`src/design/i3c_defs.svh`:
```
// **************************************
// Widths of bus addresses, CSR fields and
// the glitch filter length
// Broadcast address and CSR reset values
// **************************************

`ifndef I3C_DEFS_SVH
`define I3C_DEFS_SVH

// Bus address without the RnW bit
`define I3C_ADDR_W 7

// CSR access
`define I3C_CSR_ADDR_W 3
`define I3C_CSR_DATA_W 8

// Glitch filter length register
`define I3C_FILT_W 4

`define I3C_BROADCAST_ADDR 7'h7E

// CSR reset values
`define I3C_PHY_EN_RESET 1'b1
`define I3C_STA_ADDR_RESET 8'h00
`define I3C_DYN_ADDR_RESET 8'h00
`define I3C_FILT_RESET 4'd2

`endif

```
`src/design/i3c_bus_pkg.sv`:
```
// **************************************
// Bus side types: filtered line state,
// bus condition events, address byte
// **************************************

`default_nettype none

`include "i3c_defs.svh"

package i3c_bus_pkg;

  // Address byte as seen on the bus, RnW in bit 0
  typedef logic [`I3C_ADDR_W:0] addr_byte_t;

  typedef struct packed {
    logic sda;
    logic scl;
    logic scl_rise;
    logic scl_fall;
    logic busy;
  } bus_state_t;

  typedef struct packed {
    logic start;
    logic rstart;
    logic stop;
  } bus_event_t;

endpackage

`default_nettype wire

```
`src/design/i3c_target_pkg.sv`:
```
// **************************************
// Target side types: CSR addresses,
// packed configuration, receiver states
// **************************************

`default_nettype none

`include "i3c_defs.svh"

package i3c_target_pkg;

  typedef enum logic [`I3C_CSR_ADDR_W-1:0] {
    CSR_CTRL     = 0,
    CSR_STA_ADDR = 1,
    CSR_DYN_ADDR = 2,
    CSR_FILT     = 3
  } csr_addr_e;

  typedef struct packed {
    logic                   phy_en;
    logic                   sta_valid;
    logic [`I3C_ADDR_W-1:0] sta_addr;
    logic                   dyn_valid;
    logic [`I3C_ADDR_W-1:0] dyn_addr;
    logic [`I3C_FILT_W-1:0] filt_len;
  } target_cfg_t;

  typedef enum logic [1:0] {
    RX_IDLE,
    RX_ADDR,
    RX_ACK,
    RX_XFER
  } rx_state_e;

endpackage

`default_nettype wire

```
`src/design/addr_receiver.sv`:
```
// **************************************
// addr_receiver: address byte shift,
// address match, ACK drive and transfer
// in progress tracking
// **************************************

`timescale 1ns/1ns
`default_nettype none

`include "i3c_defs.svh"

module addr_receiver
  import i3c_bus_pkg::*;
  import i3c_target_pkg::*;
(
  input  logic        clk_i,
  input  logic        rst_i,
  input  bus_state_t  bus_i,
  input  bus_event_t  event_i,
  input  target_cfg_t cfg_i,
  output logic        sda_o,
  output addr_byte_t  bus_addr_o,
  output logic        bus_addr_valid_o,
  output logic        xfer_in_progress_o
);

  rx_state_e  state_q;
  logic [2:0] bit_cnt_q;
  addr_byte_t shift_q;
  addr_byte_t byte_nxt;
  logic       addr_match;
  logic       sda_q;
  logic       addr_valid_q;
  logic       xfer_q;

  // Byte as it stands once the current SDA bit is in
  assign byte_nxt = {shift_q[`I3C_ADDR_W-1:0], bus_i.sda};

  always_comb begin
    addr_match = 1'b0;
    if (cfg_i.phy_en) begin
      addr_match = (cfg_i.sta_valid && (byte_nxt[`I3C_ADDR_W:1] == cfg_i.sta_addr)) ||
                   (cfg_i.dyn_valid && (byte_nxt[`I3C_ADDR_W:1] == cfg_i.dyn_addr)) ||
                   (byte_nxt[`I3C_ADDR_W:1] == `I3C_BROADCAST_ADDR);
    end
  end

  // MSB first
  always_ff @(posedge clk_i) begin
    if ((state_q == RX_ADDR) && bus_i.scl_rise) begin
      shift_q <= byte_nxt;
    end
  end

  always_ff @(posedge clk_i) begin
    if (rst_i) begin
      state_q      <= RX_IDLE;
      bit_cnt_q    <= '0;
      sda_q        <= 1'b1;
      addr_valid_q <= 1'b0;
      xfer_q       <= 1'b0;
    end else begin
      addr_valid_q <= 1'b0;
      if (event_i.stop) begin
        state_q <= RX_IDLE;
        sda_q   <= 1'b1;
        xfer_q  <= 1'b0;
      end else if (event_i.start || event_i.rstart) begin
        state_q   <= RX_ADDR;
        bit_cnt_q <= '0;
        sda_q     <= 1'b1;
      end else begin
        unique case (state_q)
          RX_ADDR: begin
            if (bus_i.scl_rise) begin
              bit_cnt_q <= bit_cnt_q + 1'b1;
              if (bit_cnt_q == 3'd7) begin
                addr_valid_q <= 1'b1;
                state_q      <= addr_match ? RX_ACK : RX_IDLE;
              end
            end
          end
          RX_ACK: begin
            // First fall starts the ACK, the next one ends it
            if (bus_i.scl_fall) begin
              if (sda_q) begin
                sda_q  <= 1'b0;
                xfer_q <= 1'b1;
              end else begin
                sda_q   <= 1'b1;
                state_q <= RX_XFER;
              end
            end
          end
          RX_IDLE, RX_XFER: begin
          end
        endcase
      end
    end
  end

  assign sda_o              = sda_q;
  assign bus_addr_o         = shift_q;
  assign bus_addr_valid_o   = addr_valid_q;
  assign xfer_in_progress_o = xfer_q;

endmodule

`default_nettype wire

```
`src/design/bus_monitor.sv`:
```
// **************************************
// bus_monitor: SDA/SCL synchronizer and
// glitch filter, SCL edges, START,
// repeated START and STOP detection
// **************************************

`timescale 1ns/1ns
`default_nettype none

`include "i3c_defs.svh"

module bus_monitor
  import i3c_bus_pkg::*;
(
  input  logic                   clk_i,
  input  logic                   rst_i,
  input  logic                   scl_i,
  input  logic                   sda_i,
  input  logic [`I3C_FILT_W-1:0] filt_len_i,
  output bus_state_t             state_o,
  output bus_event_t             event_o
);

  // Line order in all 2-bit vectors
  localparam int unsigned scl_bit = 0;
  localparam int unsigned sda_bit = 1;

  logic [1:0] sync1_q;
  logic [1:0] sync2_q;
  logic [1:0] filt_q;
  logic [1:0] filt_nxt;
  logic [1:0] upd;
  logic [1:0][`I3C_FILT_W-1:0] cnt_q;

  logic scl_rise_q;
  logic scl_fall_q;
  logic busy_q;
  logic start_q;
  logic rstart_q;
  logic stop_q;
  logic start_nxt;
  logic rstart_nxt;
  logic stop_nxt;

  always_comb begin
    // New level accepted once it has been stable for filt_len+1 cycles
    for (int i = 0; i < 2; i++) begin
      upd[i]      = (sync2_q[i] != filt_q[i]) && (cnt_q[i] == filt_len_i);
      filt_nxt[i] = upd[i] ? sync2_q[i] : filt_q[i];
    end
    start_nxt  = upd[sda_bit] && !filt_nxt[sda_bit] && filt_nxt[scl_bit] && !busy_q;
    rstart_nxt = upd[sda_bit] && !filt_nxt[sda_bit] && filt_nxt[scl_bit] && busy_q;
    stop_nxt   = upd[sda_bit] && filt_nxt[sda_bit] && filt_nxt[scl_bit];
  end

  always_ff @(posedge clk_i) begin
    if (rst_i) begin
      // Idle bus has both lines high
      sync1_q    <= 2'b11;
      sync2_q    <= 2'b11;
      filt_q     <= 2'b11;
      cnt_q      <= '0;
      scl_rise_q <= 1'b0;
      scl_fall_q <= 1'b0;
      start_q    <= 1'b0;
      rstart_q   <= 1'b0;
      stop_q     <= 1'b0;
      busy_q     <= 1'b0;
    end else begin
      sync1_q <= {sda_i, scl_i};
      sync2_q <= sync1_q;
      filt_q  <= filt_nxt;
      for (int i = 0; i < 2; i++) begin
        if ((sync2_q[i] == filt_q[i]) || upd[i]) begin
          cnt_q[i] <= '0;
        end else begin
          cnt_q[i] <= cnt_q[i] + 1'b1;
        end
      end
      scl_rise_q <= upd[scl_bit] && filt_nxt[scl_bit];
      scl_fall_q <= upd[scl_bit] && !filt_nxt[scl_bit];
      start_q    <= start_nxt;
      rstart_q   <= rstart_nxt;
      stop_q     <= stop_nxt;
      busy_q     <= (busy_q || start_nxt) && !stop_nxt;
    end
  end

  assign state_o.sda      = filt_q[sda_bit];
  assign state_o.scl      = filt_q[scl_bit];
  assign state_o.scl_rise = scl_rise_q;
  assign state_o.scl_fall = scl_fall_q;
  assign state_o.busy     = busy_q;

  assign event_o.start  = start_q;
  assign event_o.rstart = rstart_q;
  assign event_o.stop   = stop_q;

endmodule

`default_nettype wire

```
`src/design/i3c_target_top.sv`:
```
// **************************************
// i3c_target_top: bus monitor, CSR block
// and address receiver of the target
// **************************************

`timescale 1ns/1ns
`default_nettype none

`include "i3c_defs.svh"

module i3c_target_top
  import i3c_bus_pkg::*;
  import i3c_target_pkg::*;
(
  input  logic                       clk_i,
  input  logic                       rst_i,
  input  logic                       scl_i,
  input  logic                       sda_i,
  input  logic                       csr_wr_i,
  input  csr_addr_e                  csr_addr_i,
  input  logic [`I3C_CSR_DATA_W-1:0] csr_wdata_i,
  output logic [`I3C_CSR_DATA_W-1:0] csr_rdata_o,
  output logic                       sda_o,
  output logic                       bus_start_o,
  output logic                       bus_rstart_o,
  output logic                       bus_stop_o,
  output addr_byte_t                 bus_addr_o,
  output logic                       bus_addr_valid_o,
  output logic                       xfer_in_progress_o
);

  bus_state_t  bus_state;
  bus_event_t  bus_event;
  target_cfg_t cfg;

  bus_monitor u_bus_monitor (
    .clk_i      (clk_i),
    .rst_i      (rst_i),
    .scl_i      (scl_i),
    .sda_i      (sda_i),
    .filt_len_i (cfg.filt_len),
    .state_o    (bus_state),
    .event_o    (bus_event)
  );

  target_config u_target_config (
    .clk_i       (clk_i),
    .rst_i       (rst_i),
    .csr_wr_i    (csr_wr_i),
    .csr_addr_i  (csr_addr_i),
    .csr_wdata_i (csr_wdata_i),
    .csr_rdata_o (csr_rdata_o),
    .cfg_o       (cfg)
  );

  addr_receiver u_addr_receiver (
    .clk_i              (clk_i),
    .rst_i              (rst_i),
    .bus_i              (bus_state),
    .event_i            (bus_event),
    .cfg_i              (cfg),
    .sda_o              (sda_o),
    .bus_addr_o         (bus_addr_o),
    .bus_addr_valid_o   (bus_addr_valid_o),
    .xfer_in_progress_o (xfer_in_progress_o)
  );

  assign bus_start_o  = bus_event.start;
  assign bus_rstart_o = bus_event.rstart;
  assign bus_stop_o   = bus_event.stop;

endmodule

`default_nettype wire

```
`src/design/target_config.sv`:
```
// **************************************
// target_config: CSR set with write
// strobe, readback and packed config
// **************************************

`timescale 1ns/1ns
`default_nettype none

`include "i3c_defs.svh"

module target_config
  import i3c_target_pkg::*;
(
  input  logic                       clk_i,
  input  logic                       rst_i,
  input  logic                       csr_wr_i,
  input  csr_addr_e                  csr_addr_i,
  input  logic [`I3C_CSR_DATA_W-1:0] csr_wdata_i,
  output logic [`I3C_CSR_DATA_W-1:0] csr_rdata_o,
  output target_cfg_t                cfg_o
);

  logic                       phy_en_q;
  logic [`I3C_CSR_DATA_W-1:0] sta_q;
  logic [`I3C_CSR_DATA_W-1:0] dyn_q;
  logic [`I3C_FILT_W-1:0]     filt_q;

  always_ff @(posedge clk_i) begin
    if (rst_i) begin
      phy_en_q <= `I3C_PHY_EN_RESET;
      sta_q    <= `I3C_STA_ADDR_RESET;
      dyn_q    <= `I3C_DYN_ADDR_RESET;
      filt_q   <= `I3C_FILT_RESET;
    end else if (csr_wr_i) begin
      unique case (csr_addr_i)
        CSR_CTRL: begin
          phy_en_q <= csr_wdata_i[0];
        end
        CSR_STA_ADDR: begin
          sta_q <= csr_wdata_i;
        end
        CSR_DYN_ADDR: begin
          dyn_q <= csr_wdata_i;
        end
        CSR_FILT: begin
          filt_q <= csr_wdata_i[`I3C_FILT_W-1:0];
        end
        default: begin
        end
      endcase
    end
  end

  // Readback, unused bits read as zero
  always_comb begin
    csr_rdata_o = '0;
    unique case (csr_addr_i)
      CSR_CTRL: begin
        csr_rdata_o[0] = phy_en_q;
      end
      CSR_STA_ADDR: begin
        csr_rdata_o = sta_q;
      end
      CSR_DYN_ADDR: begin
        csr_rdata_o = dyn_q;
      end
      CSR_FILT: begin
        csr_rdata_o[`I3C_FILT_W-1:0] = filt_q;
      end
      default: begin
      end
    endcase
  end

  // Bit 7 of each address register is its valid flag
  assign cfg_o.phy_en    = phy_en_q;
  assign cfg_o.sta_valid = sta_q[`I3C_ADDR_W];
  assign cfg_o.sta_addr  = sta_q[`I3C_ADDR_W-1:0];
  assign cfg_o.dyn_valid = dyn_q[`I3C_ADDR_W];
  assign cfg_o.dyn_addr  = dyn_q[`I3C_ADDR_W-1:0];
  assign cfg_o.filt_len  = filt_q;

endmodule

`default_nettype wire

```
`config.mk`:
```
export PLATFORM = sky130hd
export DESIGN_NAME = i3c_target_top
export DESIGN_NICKNAME = d
export VERILOG_FILES = /design/src/design/i3c_bus_pkg.sv /design/src/design/i3c_target_pkg.sv /design/src/design/addr_receiver.sv /design/src/design/bus_monitor.sv /design/src/design/i3c_target_top.sv /design/src/design/target_config.sv
export VERILOG_INCLUDE_DIRS = /design/src /design/src/design
export SDC_FILE = /design/constraint.sdc
export NUM_CORES = 1
export LEC_CHECK = 0
export ABC_AREA = 1
export BUFFER_PORTS_ARGS = -buffer_cell sky130_fd_sc_hd__buf_4
export CORE_UTILIZATION = 30
export DETAILED_ROUTE_END_ITERATION = 12
export PLACE_DENSITY = 0.54
export SLEW_MARGIN = 20
export SYNTH_ARGS = -nofsm -noshare
export SYNTH_HDL_FRONTEND = slang
export SYNTH_HIERARCHICAL = 1
export SYNTH_SLANG_ARGS = --single-unit
```
`constraint.sdc`:
```
create_clock -name clk_i -period 1.4 [get_ports clk_i]
set_input_delay 0.14 -clock clk_i [delete_from_list [all_inputs] [get_ports clk_i]]
set_output_delay 0.14 -clock clk_i [all_outputs]
set_load 0.03 [all_outputs]
```
Word-level counts from Yosys, hierarchy flattened
Index checks and enable logic that the tools add are counted.

$add $sub $neg: 3. Eq/ne operators: 23. Mux-type cells: 18. Bitwise operators: 4. Reductions and logical operators: 43.

Operators with widths (number): == test 7 bit (2); logical AND 1 bit (14); 2-to-1 mux 2 bit (5); AND reduction 2 bit (5); AND reduction 5 bit (2); 2-to-1 mux 3 bit (3); inequality test 3 bit (second input constant) (3); case mux 3 bit (3 select lines) (1); adder 4 x 1 -> 4 bit (second input constant) (2); == test 4 bit (2); inequality test 2 bit (second input constant) (4); case mux 4 bit (2 select lines) (1); == test 7 bit (second input constant) (1); == test 3 x 2 -> 1 bit (second input constant) (2); logical OR 1 bit (6); 2-to-1 mux 1 bit (6); nonzero test 2 bit (3); OR reduction 2 bit (3); OR reduction 5 bit (1); zero test 1 bit (4); inverter 1 bit (4); case mux 1 bit (4 select lines) (1); case mux 2 bit (2 select lines) (1); AND reduction 4 bit (1); 12 further kinds (14).

Bits in registers: 57. Bits of input ports: 16. Output and inout port bits: 22. Word-level logic and storage cells: 113.

Depth between registers and ports, before layout
Gate-level depths: netlist of the first run.

Depth in word-level cells: 10. Gate-level depth with buffers: 10. Depth with buffers taken out: 10.

Modules after synthesis
The synthesis of the first run kept the hierarchy.

By module, submodules not included: target_config (instances 1, cells an instance 174, area an instance 1096.1 um2, sequential area each 420.4 um2); bus_monitor (instances 1, cells an instance 130, area an instance 954.7 um2, sequential area each 400.4 um2); addr_receiver (instances 1, cells an instance 132, area an instance 944.7 um2, sequential area each 400.4 um2).

Worst setup path before layout of the first run
Ideal clock, no wire load.

Path kind: flip-flop to flip-flop. Start: reg u_bus_monitor.scl_rise_q. End: reg u_addr_receiver.state_q[1]. Setup time: 70 ps. Arrival: 1275 ps. Required time: 1330 ps. Path slack: 55 ps. Stages on the path, launching flop included: 8. Buffers on the path: 1. Clock period less this slack: 1345 ps. Cell sequence: dfxtp_1 > buf_4 > inv_2 > nor2_1 > nand2_4 > a21boi_2 > nand2_1 > a21oi_1.

Cells in the longest elaborated chain, start to end: 2.

Ends and longest elaborated chain: start: declaration (line bus_monitor.sv:35) `logic scl_rise_q;`; start signal: assignment (line bus_monitor.sv:80) `scl_rise_q <= upd[scl_bit] && filt_nxt[scl_bit];`; inequality test 2 bit (no source line); AND reduction 5 bit (no source line); end signal: assignment (line addr_receiver.sv:79) `state_q <= addr_match ? RX_ACK : RX_IDLE;`; end: declaration (line addr_receiver.sv:27) `rx_state_e state_q;`.

Every way passes these cells. A chain may end at the register's enable or synchronous reset.

Worst setup path in the final report of the first run
Start: reg u_addr_receiver.shift_q[6] (netlist: u_addr_receiver/bus_addr_o[6]). End: out bus_addr_o[6].

RTL lines: start: declaration (line addr_receiver.sv:29) `addr_byte_t shift_q;`; start signal: assignment (line addr_receiver.sv:51) `shift_q <= byte_nxt;`; end: declaration (line i3c_target_top.sv:27) `output addr_byte_t bus_addr_o,`.

No word-level cell between the ends.

==> impl_metrics.ini, run 1 <==
[global_route]
grt_antenna_before_repair = 0
vias_in_the_first_global_route = 2420
grt_max_degree = 22
grt-ovfl-total = 0
grt_first_pass_wirelength_um = 11300
track_usage_pct = 14.4

[route]
via_count = 2605
vias_per_cell = 4.19
wire_length_per_cell_um = 10.8
postRouteWirelength_um = 6700
post-route-drc-count = 0
antenna_violating_nets_post_route = 0
dr.pass1.iters = 4
detailedRoute.firstIterationViolations = 85

[synth]
yosysWarningCount = 6
synth.cell_area_um2 = 2990
post_synth.cell_area_avg_um2 = 6.87
postSynthCellCount = 435
synthesis.nets = 455

[clocking]
tritoncts_clock_tree = done
cts.root.buffer_cell = clkbuf_8
clkSinkCount = 57
max-clock-path-buffers = 2
htree_depth = 3
worstSkewPairLatency_ps = 340
cts_buf_count = 9
clk_transition_reported_paths_ps = 70

[worst_setup_path]
crit_required_ps = 1260
timing.critical_path.fanout_max = 5
register_to_register_path_setup_slack_ps = 120
critical_path.endpoint_type = output pin
timing.critical_path.arrival_ps = 1150
worst_setup_path_start_kind = flop
critical_path_class = reg2out

[final_layout]
design.final.nets = 504
post_route_cells_drive_above_1_share_pct = 22.7
finished_layout_cells = 622
final_core_util_pct = 37.7
syn_to_final_growth_pct = 22.7
antennaDiodeCount = 0

[timing]
timing_max_transition_violations_final = 0
setup_violations = 0
hold-worst-slack_ps = 41.1
max_freq_mhz = 775
report.final.hold_viol_count = 0
setup_total_negative_slack_ps = 0
clock-skew-final_ps = 5.94
rsz0062_at_grt = no
final_min_period_over_clock_period_pct = 92.2
timing_worst_slew_pin_value_ps = 367
slew-limit-headroom_pct = 75.5
post-route-min-period_ps = 1290

[job]
max-cap-violations = 0

[worst_hold_path]
holdCritPathClass = in2reg

[die]
placeableCoreArea_um2 = 9730
start_util_pct = 30.7
dieHeight_um = 102
ios = 38
chipWidth_um = 102
floorplan.rows = 36
die-area_um2 = 10400

[power_and_ir_drop]
power_uw = 3500
power_density_nw_per_um2 = 955
cellLeakagePower_uw = 0.00176
vdd.ir_drop.worst_mv = 0.495

[place]
finalWeightedCongestion = 0.822
port_buffers = 37
dpl.cell_count = 597
detailed_place_hpwl_um = 4990

[run_status]
status = finished clean
flip-flops by register name, summed over array words and instances, names as in the netlist, 2 cells and up:
register                    count
u_bus_monitor/filt_q            2
u_bus_monitor/sync1_q           2
u_target_config/sta_q           8
u_addr_receiver/state_q         2
u_target_config/filt_q          4
u_bus_monitor/cnt_q             8
u_bus_monitor/sync2_q           2
u_addr_receiver/bit_cnt_q       3
u_addr_receiver/bus_addr_o      8
u_target_config/dyn_q           8
what timing repair did:
item,4_1_cts,5_1_grt
endpoints found under the setup margin,0,5
hold endpoints to repair,2,0
resized for setup,0,8
hold buffers,2,0
setup buffers,0,7
per-stage QoR:
step,worst slack [ps],cell area (um^2)
6_report,109,3670
5_1_grt,1.63,3670
4_1_cts,71.1,3590
3_5_place_dp,111,3380
3_3_place_gp,153,3380
2_1_floorplan,55.0,2990
final cells by class:
cell class              instances  area, um^2
fillers                      1038        6060
multi-input cells             282        1370
flip-flops and latches         57        1230
repair buffers                 51         388
inverters                      83         325
well taps                     133         166
clock buffers                  10         128
clock inverters                 6        58.8
report_power, final:
group | leakage, uW | internal [uW] | switching [uW]
clock network | 0.0000897 | 809 | 679
logic | 0.00120 | 114 | 179
registers | 0.000470 | 1690 | 32.1
total | 0.00176 | 2610 | 890
layer usage:
layer / track usage [%] / wire [um]
met5: 0 / 0
met4: 4.35 / 65
met3: 4.90 / 257
met2: 23.3 / 3210
met1: 18.1 / 3170
cells in the final DEF, fill, tap and decap left out, types with 2 or more instances in the layout:
master,instances
a21oi_1,6
buf_4,49
clkbuf_8,9
clkinv_2,2
clkinvlp_4,2
dfxtp_1,45
dfxtp_2,4
dlygate4sd3_1,2
edfxtp_1,8
ha_1,4
inv_1,70
inv_2,12
nand2_1,123
nand2_2,7
nand2_4,2
nand3_1,29
nand4_1,12
nor2_1,58
nor2_2,8
nor2_4,6
nor4_1,2
o21ai_0,4
o21ai_1,2
or2_2,4
xnor2_1,4
xor2_1,4
critical path: stages (launching register included):
cell,delay [ps]
edfxtp_1,480
buf_4,180
buf_4,160
worst paths after layout:
| path | start | endpoint | cells after the start |
|---|---|---|---|
| worst max register to register | u_addr_receiver/bus_addr_o[2] | u_addr_receiver/state_q[1] | 7 |
| worst min-delay path | csr_wdata_i[6] | u_target_config/dyn_q[6] | 3 |
| worst max-delay path | u_addr_receiver/bus_addr_o[6] | bus_addr_o[6] | 2 |
| worst min register to register | u_bus_monitor/sync1_q[0] | u_bus_monitor/sync2_q[0] | 1 |
Note: power is estimated with default switching activity, not from simulation.
==> run 2, diff against run 1 <==
--- a/config.mk
+++ b/config.mk
@@ -8,9 +8,11 @@
 export LEC_CHECK = 0
 export ABC_AREA = 1
 export BUFFER_PORTS_ARGS = -buffer_cell sky130_fd_sc_hd__buf_4
-export CORE_UTILIZATION = 30
+export CELL_PAD_IN_SITES_DETAIL_PLACEMENT = 1
+export CELL_PAD_IN_SITES_GLOBAL_PLACEMENT = 1
+export CORE_UTILIZATION = 37
 export DETAILED_ROUTE_END_ITERATION = 12
-export PLACE_DENSITY = 0.54
+export PLACE_DENSITY = 0.8
 export SLEW_MARGIN = 20
 export SYNTH_ARGS = -nofsm -noshare
 export SYNTH_HDL_FRONTEND = slang
==> impl_metrics.ini, run 2 (synthesis gave the netlist of run 1 again) <==
[run_status]
status = finished clean

[final_layout]
final_core_util_pct = 46.6
final_cell_mix = 123 x nand2_1, 70 x inv_1, 60 x nor2_1, 46 x buf_4, 43 x dfxtp_1
multi_input_comb_area_um2 = 1360
fill_cells = 1027
finalInstanceArea_um2 = 3620
design.final.nets = 501
seqCellArea_um2 = 1230
antennaDiodeCount = 0
syn_to_final_growth_pct = 21.3
layout.cells.most_common = nand2_1
post_route_cells_drive_above_1_share_pct = 22.4

[clocking]
tritoncts_clock_tree = done
clk_transition_reported_paths_ps = 70
cts_buf_count = 9
worstSkewPairLatency_ps = 340
htree_depth = 3
max-clock-path-buffers = 2
clkSinkCount = 57
cts.root.buffer_cell = clkbuf_8

[worst_setup_path]
critical_path_class = reg2reg
slowest_stage = edfxtp_1
timing.critical_path.arrival_ps = 1590
crit_required_ps = 1660
max_stage_delay_ps = 480
timing.critical_path.cells = inv_2 > nor2_1 > nor2_1 > nand2_1 > nor2_1 > nand2_1 > nand3_1 > nand2_1 > a21oi_1
timing.critical_path.fanout_max = 5
critical_path.endpoint_type = flop
register_to_register_path_setup_slack_ps = 70
worst_setup_path_start_kind = flop
cp_num_buf_inv = 1
worst_path_dominant_cell_family = simple AND/OR/NAND/NOR gates

[route]
detailedRoute.firstIterationViolations = 63
dr_wl_met3_um = 203
dr_wl_met2_um = 3760
dr.pass1.iters = 4
via_count = 2739
postRouteWirelength_um = 7500
antenna_violating_nets_post_route = 0
drt-met1-wl_um = 3430
top_signal_layer_used = met4
post-route-drc-count = 0
wire_length_per_cell_um = 12.8
vias_per_cell = 4.66

[power_and_ir_drop]
power_uw = 3680
seq_power_share_pct = 46.7
p_int_uw = 2740
power.share.combinational_pct = 8.1
power_frac_clock_pct = 45.2
power.switching_uw = 939
vdd.ir_drop.worst_mv = 0.420
cellLeakagePower_uw = 0.00176
sw_frac_of_total_pct = 25.5
power_density_nw_per_um2 = 1020

[global_route]
grt_first_pass_wirelength_um = 12800
vias_in_the_first_global_route = 2770
grt_antenna_before_repair = 0
track_usage_pct = 19.4
grt-ovfl-total = 0
grt_max_degree = 22

[timing]
clock-skew-final_ps = 7.94
final_min_period_over_clock_period_pct = 95.0
max_freq_mhz = 752
post-route-min-period_ps = 1330
hold-worst-slack_ps = 47.8
final_critical_path_setup_slack_ps = 69.4
timing_worst_slew_pin_value_ps = 363
slew-limit-headroom_pct = 75.5
report.final.hold_viol_count = 0
rsz0062_at_grt = yes
timing_max_transition_violations_final = 0
setup_violations = 0

[die]
ios = 38
floorplan.rows = 32
chipWidth_um = 91.9
die-area_um2 = 8440
start_util_pct = 38.5
dieHeight_um = 91.9
placeableCoreArea_um2 = 7770

[place]
port_buffers = 37
post-place-ws_ps = 37.8
detailed_place_hpwl_um = 5720
detailed_place.area_um2 = 3350
finalWeightedCongestion = 0.755

[worst_hold_path]
holdCritPathClass = in2reg

[job]
max-cap-violations = 0
[run 2: path summary, 6_finish.rpt]
| check | from | end | depth (start not counted) |
|---|---|---|---|
| max | u_addr_receiver/bus_addr_o[0] | u_addr_receiver/state_q[1] | 9 |
| min reg2reg | u_bus_monitor/sync1_q[1] | u_bus_monitor/sync2_q[1] | 1 |
| max reg2reg | u_addr_receiver/bus_addr_o[0] | u_addr_receiver/state_q[1] | 9 |
| min | csr_wdata_i[2] | u_target_config/dyn_q[2] | 3 |
[run 2: power groups by stage]
| stage | Clock, uW | Combinational, uW | Sequential [uW] |
|---|---|---|---|
| finish | 1660 | 298 | 1720 |
| global route | 1780 | 338 | 1730 |
| CTS | 1710 | 299 | 1720 |
| detailed placement | 0 | 293 | 1760 |
| global placement | 0 | 281 | 1750 |
| floorplan | 0 | 192 | 1740 |
[run 2: repair_timing]
item / 4_1_cts / 5_1_grt
gates resized for setup: 0 / 7
endpoints found under the setup margin: 0 / 5
setup buffers: 0 / 4
hold endpoints to repair: 2 / 0
hold buffers: 2 / 0
[run 2: area by class of cell]
type / count / area share [%]
multi-input combinational: 282 / 37.4
sequential: 57 / 33.9
timing repair buffer: 48 / 10.1
inverter: 83 / 8.98
clock buffer: 10 / 4.11
tap: 102 / 3.52
clock inverter: 6 / 1.97
[run 2: per-layer routing]
| layer | track usage (%) | up-vias |
|---|---|---|
| li1 | - | 1403 |
| met1 | 23.7 | 1292 |
| met2 | 34.3 | 34 |
| met3 | 3.15 | 10 |
| met4 | 7.03 | 0 |
| met5 | 0 | - |
[run 2: worst min-delay path, stage by stage]
cell and delay (ps):
buf_4 90, nor2_1 40, nor2_1 80
[run 2: stage by stage]
stage | instances | setup TNS (ps)
3_3_place_gp | 566 | 0
2_1_floorplan | 435 | 0
6_report | 588 | 0
5_1_grt | 588 | -31.0
4_1_cts | 584 | 0
3_5_place_dp | 566 | 0
